[src/include/cpu_cfg.svh]
`ifndef CPU_CFG_SVH
`define CPU_CFG_SVH

`define CPU_WORD_W      32              // data and pc width
`define CPU_REG_N       32              // architectural registers
`define CPU_REG_AW      5               // register index width
`define CPU_RESET_PC    32'h0040_0000   // first fetch address
`define CPU_PC_STEP     4               // one word per instruction

// instruction field positions
`define CPU_OP_HI       31
`define CPU_OP_LO       26
`define CPU_RS_HI       25
`define CPU_RS_LO       21
`define CPU_RT_HI       20
`define CPU_RT_LO       16
`define CPU_RD_HI       15
`define CPU_RD_LO       11
`define CPU_FN_HI       5
`define CPU_FN_LO       0
`define CPU_IMM_HI      15
`define CPU_IMM_LO      0
`define CPU_IMM_W       16              // immediate width before extension

`endif

[src/verilog/cpu_pkg.sv]
`default_nettype none

`include "cpu_cfg.svh"

package cpu_pkg;

    typedef logic [`CPU_WORD_W-1:0] word_t;
    typedef logic [`CPU_REG_AW-1:0] reg_addr_t;

    typedef enum logic [5:0]
    {
        op_rtype = 6'h00,
        op_addi  = 6'h08,
        op_ori   = 6'h0D
    } opcode_e;

    typedef enum logic [5:0]
    {
        fn_add = 6'h20,
        fn_sub = 6'h22,
        fn_and = 6'h24,
        fn_or  = 6'h25,
        fn_slt = 6'h2A
    } funct_e;

    typedef enum logic [2:0] {alu_add, alu_sub, alu_and, alu_or, alu_slt} alu_op_e;

    // codes kept from the five-stage core
    typedef enum logic [2:0]
    {
        exc_none       = 3'd0,
        exc_illegal    = 3'd1,
        exc_overflow   = 3'd2,
        exc_zero_write = 3'd7
    } exc_cause_e;

    typedef struct packed
    {
        logic       valid;
        word_t      pc;
        alu_op_e    alu_op;
        word_t      operand_a;      // rs value
        word_t      operand_b;      // rt value or extended immediate
        logic       check_overflow; // add, sub, addi
        logic       writes_reg;
        reg_addr_t  dest;
        exc_cause_e cause;
    } decoded_t;

    typedef struct packed
    {
        logic       valid;
        word_t      pc;
        logic       writes_reg;
        reg_addr_t  dest;
        word_t      result;
        exc_cause_e cause;
    } executed_t;

    typedef struct packed
    {
        logic      valid;
        reg_addr_t dest;
        word_t     data;
    } forward_t;

    typedef struct packed
    {
        logic       valid;
        word_t      pc;
        reg_addr_t  dest;
        word_t      data;
        logic       writes_reg;     // set only when the register file was written
        exc_cause_e cause;
    } commit_t;

endpackage

`default_nettype wire

[src/verilog/reg_file.sv]
`default_nettype none

`include "cpu_cfg.svh"

module reg_file
(
    input  wire                SYS_clk,
    input  wire                SYS_reset,
    input  wire cpu_pkg::reg_addr_t rd_addr_a,
    input  wire cpu_pkg::reg_addr_t rd_addr_b,
    output cpu_pkg::word_t     rd_data_a,
    output cpu_pkg::word_t     rd_data_b,
    input  wire cpu_pkg::forward_t  write
);
    import cpu_pkg::*;

    word_t regs [`CPU_REG_N];

    always_ff @(posedge SYS_clk or posedge SYS_reset)
    begin
        if (SYS_reset)
        begin
            for (int i = 0; i < `CPU_REG_N; i++)
            begin
                regs[i] <= '0;
            end
        end
        else if (write.valid)
        begin
            regs[write.dest] <= write.data;
        end
    end

    assign rd_data_a = (rd_addr_a == '0) ? '0 : regs[rd_addr_a];  // r0 hardwired
    assign rd_data_b = (rd_addr_b == '0) ? '0 : regs[rd_addr_b];

    // zero writes are stopped in the result stage before they get here
    a_no_r0_write: assert property (@(posedge SYS_clk) disable iff (SYS_reset)
        write.valid |-> (write.dest != '0))
        else $error("register file write to r0");

endmodule

`default_nettype wire

[src/verilog/decode_stage.sv]
`default_nettype none

`include "cpu_cfg.svh"

module decode_stage
(
    input  wire                    SYS_clk,
    input  wire                    SYS_reset,
    input  wire                    instr_valid,
    input  wire cpu_pkg::word_t    instr,
    input  wire cpu_pkg::forward_t ex_forward,
    input  wire cpu_pkg::forward_t wb_forward,
    output cpu_pkg::decoded_t      decoded
);
    import cpu_pkg::*;

    logic                  instr_q_valid;
    word_t                 instr_q;
    word_t                 pc_q;
    word_t                 pc_cnt;
    opcode_e               opcode;
    funct_e                funct;
    reg_addr_t             rs;
    reg_addr_t             rt;
    reg_addr_t             rd;
    logic [`CPU_IMM_W-1:0] imm;
    word_t                 imm_ext;
    word_t                 rs_value;
    word_t                 rt_value;
    alu_op_e               alu_op;
    logic                  use_imm;
    logic                  sign_ext;
    logic                  dest_is_rd;
    logic                  illegal;

    // youngest producer wins, r0 never forwarded
    function automatic word_t pick_operand(reg_addr_t addr, word_t rf_data,
                                           forward_t ex_fwd, forward_t wb_fwd);
        word_t value;
        if (addr == '0)
            value = '0;
        else if (ex_fwd.valid && (ex_fwd.dest == addr))
            value = ex_fwd.data;
        else if (wb_fwd.valid && (wb_fwd.dest == addr))
            value = wb_fwd.data;
        else
            value = rf_data;
        return value;
    endfunction

    always_ff @(posedge SYS_clk or posedge SYS_reset)
    begin
        if (SYS_reset)
        begin
            instr_q_valid <= 1'b0;
            instr_q       <= '0;
            pc_q          <= '0;
            pc_cnt        <= `CPU_RESET_PC;
        end
        else
        begin
            instr_q_valid <= instr_valid;
            if (instr_valid)
            begin
                instr_q <= instr;
                pc_q    <= pc_cnt;
                pc_cnt  <= pc_cnt + `CPU_PC_STEP;  // counts accepted instructions only
            end
        end
    end

    assign opcode = opcode_e'(instr_q[`CPU_OP_HI:`CPU_OP_LO]);
    assign funct  = funct_e'(instr_q[`CPU_FN_HI:`CPU_FN_LO]);
    assign rs     = instr_q[`CPU_RS_HI:`CPU_RS_LO];
    assign rt     = instr_q[`CPU_RT_HI:`CPU_RT_LO];
    assign rd     = instr_q[`CPU_RD_HI:`CPU_RD_LO];
    assign imm    = instr_q[`CPU_IMM_HI:`CPU_IMM_LO];

    always_comb
    begin
        alu_op     = alu_add;
        use_imm    = 1'b0;
        sign_ext   = 1'b1;
        dest_is_rd = 1'b0;
        illegal    = 1'b0;
        case (opcode)
            op_rtype:
            begin
                dest_is_rd = 1'b1;
                case (funct)
                    fn_add:  alu_op = alu_add;
                    fn_sub:  alu_op = alu_sub;
                    fn_and:  alu_op = alu_and;
                    fn_or:   alu_op = alu_or;
                    fn_slt:  alu_op = alu_slt;
                    default: illegal = 1'b1;  // unknown funct
                endcase
            end
            op_addi: use_imm = 1'b1;
            op_ori:
            begin
                alu_op   = alu_or;
                use_imm  = 1'b1;
                sign_ext = 1'b0;  // ori takes a zero-extended immediate
            end
            default: illegal = 1'b1;  // unknown opcode
        endcase
    end

    assign imm_ext = sign_ext ? {{(`CPU_WORD_W-`CPU_IMM_W){imm[`CPU_IMM_W-1]}}, imm}
                              : {{(`CPU_WORD_W-`CPU_IMM_W){1'b0}}, imm};

    reg_file i_reg_file
    (
        .SYS_clk   (SYS_clk),
        .SYS_reset (SYS_reset),
        .rd_addr_a (rs),
        .rd_addr_b (rt),
        .rd_data_a (rs_value),
        .rd_data_b (rt_value),
        .write     (wb_forward)
    );

    always_comb
    begin
        decoded.valid          = instr_q_valid;
        decoded.pc             = pc_q;
        decoded.alu_op         = alu_op;
        decoded.operand_a      = pick_operand(rs, rs_value, ex_forward, wb_forward);
        decoded.operand_b      = use_imm ? imm_ext
                                         : pick_operand(rt, rt_value, ex_forward, wb_forward);
        decoded.check_overflow = (alu_op == alu_add) || (alu_op == alu_sub);
        decoded.writes_reg     = !illegal;
        decoded.dest           = dest_is_rd ? rd : rt;
        decoded.cause          = illegal ? exc_illegal : exc_none;
    end

    a_instr_known: assert property (@(posedge SYS_clk) disable iff (SYS_reset)
        instr_valid |-> !$isunknown(instr))
        else $error("instruction has unknown bits while valid");

endmodule

`default_nettype wire

[src/verilog/execute_stage.sv]
`default_nettype none

`include "cpu_cfg.svh"

module execute_stage
(
    input  wire                    SYS_clk,
    input  wire                    SYS_reset,
    input  wire cpu_pkg::decoded_t decoded,
    output cpu_pkg::executed_t     executed,
    output cpu_pkg::forward_t      ex_forward
);
    import cpu_pkg::*;

    localparam int SIGN = `CPU_WORD_W - 1;

    decoded_t   dec_q;
    word_t      a;
    word_t      b;
    word_t      result;
    logic       ovf_flag;
    logic       overflow;
    exc_cause_e cause;

    always_ff @(posedge SYS_clk or posedge SYS_reset)
    begin
        if (SYS_reset)
            dec_q <= '0;
        else
            dec_q <= decoded;
    end

    assign a = dec_q.operand_a;
    assign b = dec_q.operand_b;

    always_comb
    begin
        result   = '0;
        ovf_flag = 1'b0;
        case (dec_q.alu_op)
            alu_add:
            begin
                result   = a + b;
                ovf_flag = (a[SIGN] == b[SIGN]) && (result[SIGN] != a[SIGN]);
            end
            alu_sub:
            begin
                result   = a - b;
                ovf_flag = (a[SIGN] != b[SIGN]) && (result[SIGN] != a[SIGN]);
            end
            alu_and: result = a & b;
            alu_or:  result = a | b;
            alu_slt: result = word_t'($signed(a) < $signed(b));
            default: result = '0;
        endcase
    end

    assign overflow = dec_q.check_overflow && ovf_flag;  // and/or/slt never trap

    always_comb
    begin
        if (dec_q.cause != exc_none)
            cause = dec_q.cause;  // earlier fault has priority
        else if (overflow)
            cause = exc_overflow;
        else
            cause = exc_none;
    end

    always_comb
    begin
        executed.valid      = dec_q.valid;
        executed.pc         = dec_q.pc;
        executed.writes_reg = dec_q.writes_reg;
        executed.dest       = dec_q.dest;
        executed.result     = result;
        executed.cause      = cause;
    end

    // back to decode for the next instruction
    assign ex_forward.valid = dec_q.valid && dec_q.writes_reg && (cause == exc_none);
    assign ex_forward.dest  = dec_q.dest;
    assign ex_forward.data  = result;

endmodule

`default_nettype wire

[src/verilog/result_stage.sv]
`default_nettype none

module result_stage
(
    input  wire                     SYS_clk,
    input  wire                     SYS_reset,
    input  wire cpu_pkg::executed_t executed,
    output cpu_pkg::forward_t       wb_forward,
    output cpu_pkg::commit_t        commit,
    output cpu_pkg::word_t          epc
);
    import cpu_pkg::*;

    executed_t  exe_q;
    logic       zero_write;
    exc_cause_e cause;

    always_ff @(posedge SYS_clk or posedge SYS_reset)
    begin
        if (SYS_reset)
            exe_q <= '0;
        else
            exe_q <= executed;
    end

    assign zero_write = exe_q.writes_reg && (exe_q.dest == '0);

    always_comb
    begin
        if (exe_q.cause != exc_none)
            cause = exe_q.cause;
        else if (zero_write)
            cause = exc_zero_write;
        else
            cause = exc_none;
    end

    always_comb
    begin
        commit.valid      = exe_q.valid;
        commit.pc         = exe_q.pc;
        commit.dest       = exe_q.dest;
        commit.data       = exe_q.result;
        commit.writes_reg = exe_q.writes_reg && (cause == exc_none);  // faults never write
        commit.cause      = cause;
    end

    assign wb_forward.valid = exe_q.valid && commit.writes_reg;  // also the rf write enable
    assign wb_forward.dest  = exe_q.dest;
    assign wb_forward.data  = exe_q.result;

    always_ff @(posedge SYS_clk or posedge SYS_reset)
    begin
        if (SYS_reset)
            epc <= '0;
        else if (commit.valid && (cause != exc_none))
            epc <= exe_q.pc;  // latest fault
    end

    a_wb_no_cause: assert property (@(posedge SYS_clk) disable iff (SYS_reset)
        wb_forward.valid |-> (commit.cause == exc_none))
        else $error("register write from a faulting instruction");

endmodule

`default_nettype wire

[src/verilog/cpu_core.sv]
`default_nettype none

module cpu_core
(
    input  wire                 SYS_clk,
    input  wire                 SYS_reset,
    input  wire                 instr_valid,
    input  wire cpu_pkg::word_t instr,
    output cpu_pkg::commit_t    commit,
    output cpu_pkg::word_t      epc
);
    import cpu_pkg::*;

    decoded_t  decoded;
    executed_t executed;
    forward_t  ex_forward;   // alu result, one instruction back
    forward_t  wb_forward;   // result stage, two back, also writes the rf

    decode_stage i_decode_stage
    (
        .SYS_clk     (SYS_clk),
        .SYS_reset   (SYS_reset),
        .instr_valid (instr_valid),
        .instr       (instr),
        .ex_forward  (ex_forward),
        .wb_forward  (wb_forward),
        .decoded     (decoded)
    );

    execute_stage i_execute_stage
    (
        .SYS_clk    (SYS_clk),
        .SYS_reset  (SYS_reset),
        .decoded    (decoded),
        .executed   (executed),
        .ex_forward (ex_forward)
    );

    result_stage i_result_stage
    (
        .SYS_clk    (SYS_clk),
        .SYS_reset  (SYS_reset),
        .executed   (executed),
        .wb_forward (wb_forward),
        .commit     (commit),
        .epc        (epc)
    );

endmodule

`default_nettype wire

[config.mk]
export PLATFORM = sky130hd
export DESIGN_NAME = cpu_core
export DESIGN_NICKNAME = d
export VERILOG_FILES = /design/src/verilog/cpu_pkg.sv /design/src/verilog/reg_file.sv /design/src/verilog/decode_stage.sv /design/src/verilog/execute_stage.sv /design/src/verilog/result_stage.sv /design/src/verilog/cpu_core.sv
export VERILOG_INCLUDE_DIRS = /design/src /design/src/include
export SDC_FILE = /design/constraint.sdc
export NUM_CORES = 2
export LEC_CHECK = 0
export BUFFER_PORTS_ARGS = -buffer_cell sky130_fd_sc_hd__buf_2
export CORE_UTILIZATION = 46
export CTS_BUF_LIST = sky130_fd_sc_hd__clkbuf_8
export DETAILED_ROUTE_END_ITERATION = 6
export GPL_ROUTABILITY_DRIVEN = 0
export PLACE_DENSITY = 0.63
export SETUP_SLACK_MARGIN = 0.4
export SYNTH_ARGS = -nofsm -noshare
export SYNTH_HDL_FRONTEND = slang
export SYNTH_SLANG_ARGS = --single-unit
export TNS_END_PERCENT = 100
[constraint.sdc]
create_clock -name SYS_clk -period 89.2 [get_ports SYS_clk]
set_input_delay 17.84 -clock SYS_clk [delete_from_list [all_inputs] [get_ports SYS_clk]]
set_output_delay 17.84 -clock SYS_clk [all_outputs]
set_load 0.01 [all_outputs]
==> run summary <==
status -> finished clean
FFs w/ async S/R, synth -> 100%
Area Overhead vs Synth -> 9.62%
H-tree depth -> 4
leakage -> 0.0353 uW
Sequential Power Share -> 47.3%
Setup Skew -> 67.9 ps
largest net degree at the start of global routing -> 189
row cnt -> 143
post-synthesis sequential area ratio -> 46.8%
PortBufs -> 136
setup tns final -> 0 ps
Root Buffer -> clkbuf_8
initial antenna violation count -> 3
Synth Flop Type -> dfrtp_1
Required @ worst endpoint -> 90120 ps
area leader, netlist -> dfrtp_1
Least-Margin Pin Slew -> 1320 ps
EDFF count, synth -> 0
initial core utilization -> 46.5%
CORE AREA -> 0.152 sq mm
endpoints failing hold -> 0
fin crit share -> 24.0%
remaining antenna violation count -> 0
Max rail drop VDD -> 0.0134 mV
fillcell total -> 12926
die area -> 0.156 sq mm
GRT overflow -> 0
most frequent cells in the layout -> 1313 x dfrtp_1, 1083 x mux2_2, 640 x mux4_2
Logic pwr share -> 8.2%
Cell Int Power -> 976 uW
sw frac -> 26.7%
synthesized flop and latch total -> 1324
post-CTS setup buffer count -> 0
Routed WL per cell -> 30.2 microns
clk slew on worst S/H paths -> 60 ps
cell area power density -> 17.1 mW/mm^2
WP data arrival -> 22300 ps
post-layout min period -> 21380 ps
max-cap violation count -> 0
CTS Hold Bufs -> 0
first-pass GRT wire length -> 319000 microns
post-CTS sizing -> 0
Final setup violation count -> 0
Horiz. Die Dim -> 394 microns
DR iter-0 viols -> 4178
P_sw -> 355 uW
achievable frequency -> 46.8 MHz
fraction of layout cells with a size suffix above 1 -> 48.0%
DRC violations left -> 0
synthesized cell area -> 0.0708 sq mm
vias in the first global route -> 46527
Final HPWL DP -> 120000 microns
hold crit path type -> reg2reg
vias per cell -> 6.39
yosys warns -> 0
non-filler cells, final -> 7041
CTS tree -> done
overall routing resource usage -> 27.8%
nets@finish -> 4970
share of the synthesized area in the top cell type -> 46.7%
Num CTS Buffers -> 220
Pre-Repair DR Iteration Count -> 6
Clock power frac -> 44.5%
total number of vias -> 44961
Critical Path Fanout Max -> 136
Crit. End Element -> async pin
top cells by area, synth -> dfrtp_1 47%, mux4_2 20%, mux2_2 17%
Synth cell types -> 91
element type at the critical path start -> input port
DP Cell Count -> 6644
commonest non-fill, non-tap cell in the layout -> dfrtp_1
critical path class -> in2async
Gate Count Post-Synth -> 4925
WL final -> 213000 microns
reg2reg setup slack -> 83940 ps
Clock Sinks -> 1324
RSZ-0062 raised after global routing -> false
Slew headroom -> 12.2%
CTS max path bufs -> 3
Post-Syn Area per Cell -> 14.4 sq um
Die Span Y -> 394 microns
Clk Latency, worst-skew pair -> 1010 ps
Slew Limit Fails -> 0
IO Count -> 141
## metal layers
metal,track usage (%),vias up,part of all wire [%]
met5,0,-,0.011
met4,10.4,4,3.9
met3,5.85,472,7.2
met2,44.9,1809,48
met1,36.9,24180,40
li1,-,18496,-
## area by class of cell
| cell class | instances | area (sq um) | share of cell area (%) |
|---|---|---|---|
| diodes | 2 | 5.00 | 0.00645 |
| repair buffers | 242 | 1570 | 2.02 |
| multi-input cells | 2943 | 35100 | 45.2 |
| inverters | 105 | 402 | 0.517 |
| clock buffers | 285 | 3920 | 5.05 |
| clock inverters | 110 | 985 | 1.27 |
| well taps | 2030 | 2540 | 3.27 |
| flip-flops and latches | 1324 | 33200 | 42.7 |
## power by group through the flow
stage | registers [uW] | clock network (uW) | logic (uW)
after floorplan | 629 | 0 | 85.2
after global placement | 640 | 0 | 110
after detailed placement | 640 | 0 | 110
after CTS | 630 | 605 | 110
after global routing | 631 | 632 | 117
final | 629 | 593 | 109
## worst paths after layout
check,startpoint,to,cells past startpoint
setup / recovery,SYS_reset,i_decode_stage.i_reg_file.regs[104]$_DFFE_PP0P_,6
hold / removal,i_execute_stage.executed[51]$_DFF_PP0_,i_result_stage.commit[51]$_DFF_PP0_,0
setup reg to reg,i_decode_stage.instr_q[22]$_DFFE_PP0P_,i_execute_stage.a[2]$_DFF_PP0_,9
hold reg to reg,i_execute_stage.executed[51]$_DFF_PP0_,i_result_stage.commit[51]$_DFF_PP0_,0
max in group SYS_clk,i_result_stage.commit[39]$_DFF_PP0_,commit[0],5
min in group asynchronous,SYS_reset,i_decode_stage.i_reg_file.regs[1017]$_DFFE_PP0P_,2
## cells by family (layout without fill, tap and decap cells)
family | count (synthesis) | in the layout | synth area share, %
fa+ha+maj | 99 | 99 | 1.77
buf+inv | 661 | 742 | 4.13
simple gates | 520 | 520 | 3.55
xor+xnor | 53 | 53 | 0.655
flops | 1324 | 1324 | 46.8
compound gates | 466 | 466 | 4.44
other cells | 1 | 6 | 0.00529
mux | 1801 | 1801 | 38.7
## Yosys cell counts (all sizes together), types with 4 or more instances
master / n
dfrtp: 1323
mux2: 1092
mux4: 640
clkbuf: 302
buf: 254
nor2: 168
a21oi: 142
nand2: 133
inv: 105
o21ai: 100
ha: 97
mux2i: 69
nand3: 51
nand4: 48
xnor2: 33
o311ai: 28
nor3: 25
o31ai: 22
xor2: 20
o211ai: 19
a211oi: 16
o221ai: 16
a221oi: 14
and3: 14
or2: 14
a21o: 13
nor4: 13
a31oi: 11
o21bai: 10
o22ai: 9
a211o: 8
nand3b: 8
nand2b: 7
or3: 7
a2111oi: 6
and2: 6
o21a: 6
a221o: 5
nor2b: 5
a22oi: 4
a31o: 4
nor3b: 4
or3b: 4
## sequential cells by signal, summed over array words and instances, names as in the netlist
signal / cells
i_execute_stage.a: 32
i_result_stage.commit: 68
i_decode_stage.pc_q: 30
i_decode_stage.pc_cnt: 30
i_result_stage.exe_q: 3
i_execute_stage.executed: 32
i_execute_stage.dec_q: 5
i_decode_stage.i_reg_file.regs: 1024
i_execute_stage.ex_forward: 5
i_result_stage.epc: 30
i_execute_stage.b: 32
i_decode_stage.instr_q: 32
i_decode_stage.instr_q_valid: 1
## worst max-delay path: stages
cell and delay (ps):
buf_2 130, inv_8 610, buf_4 650, buf_4 870
buf_4 890, buf_4 930
## per-stage QoR
step	hold WS, ps	worst slack (ps)	power, uW	instance area, sq um	util, %
global placement	334	66760	750	72700	47.7
detailed placement	335	66690	751	72700	47.7
global route	355	67200	1380	77700	50.9
finish	346	67820	1330	77700	50.9
floorplan	331	34040	715	70800	-
CTS	348	67780	1350	77600	50.9
No activity file was read; power rests on OpenSTA's default activity.
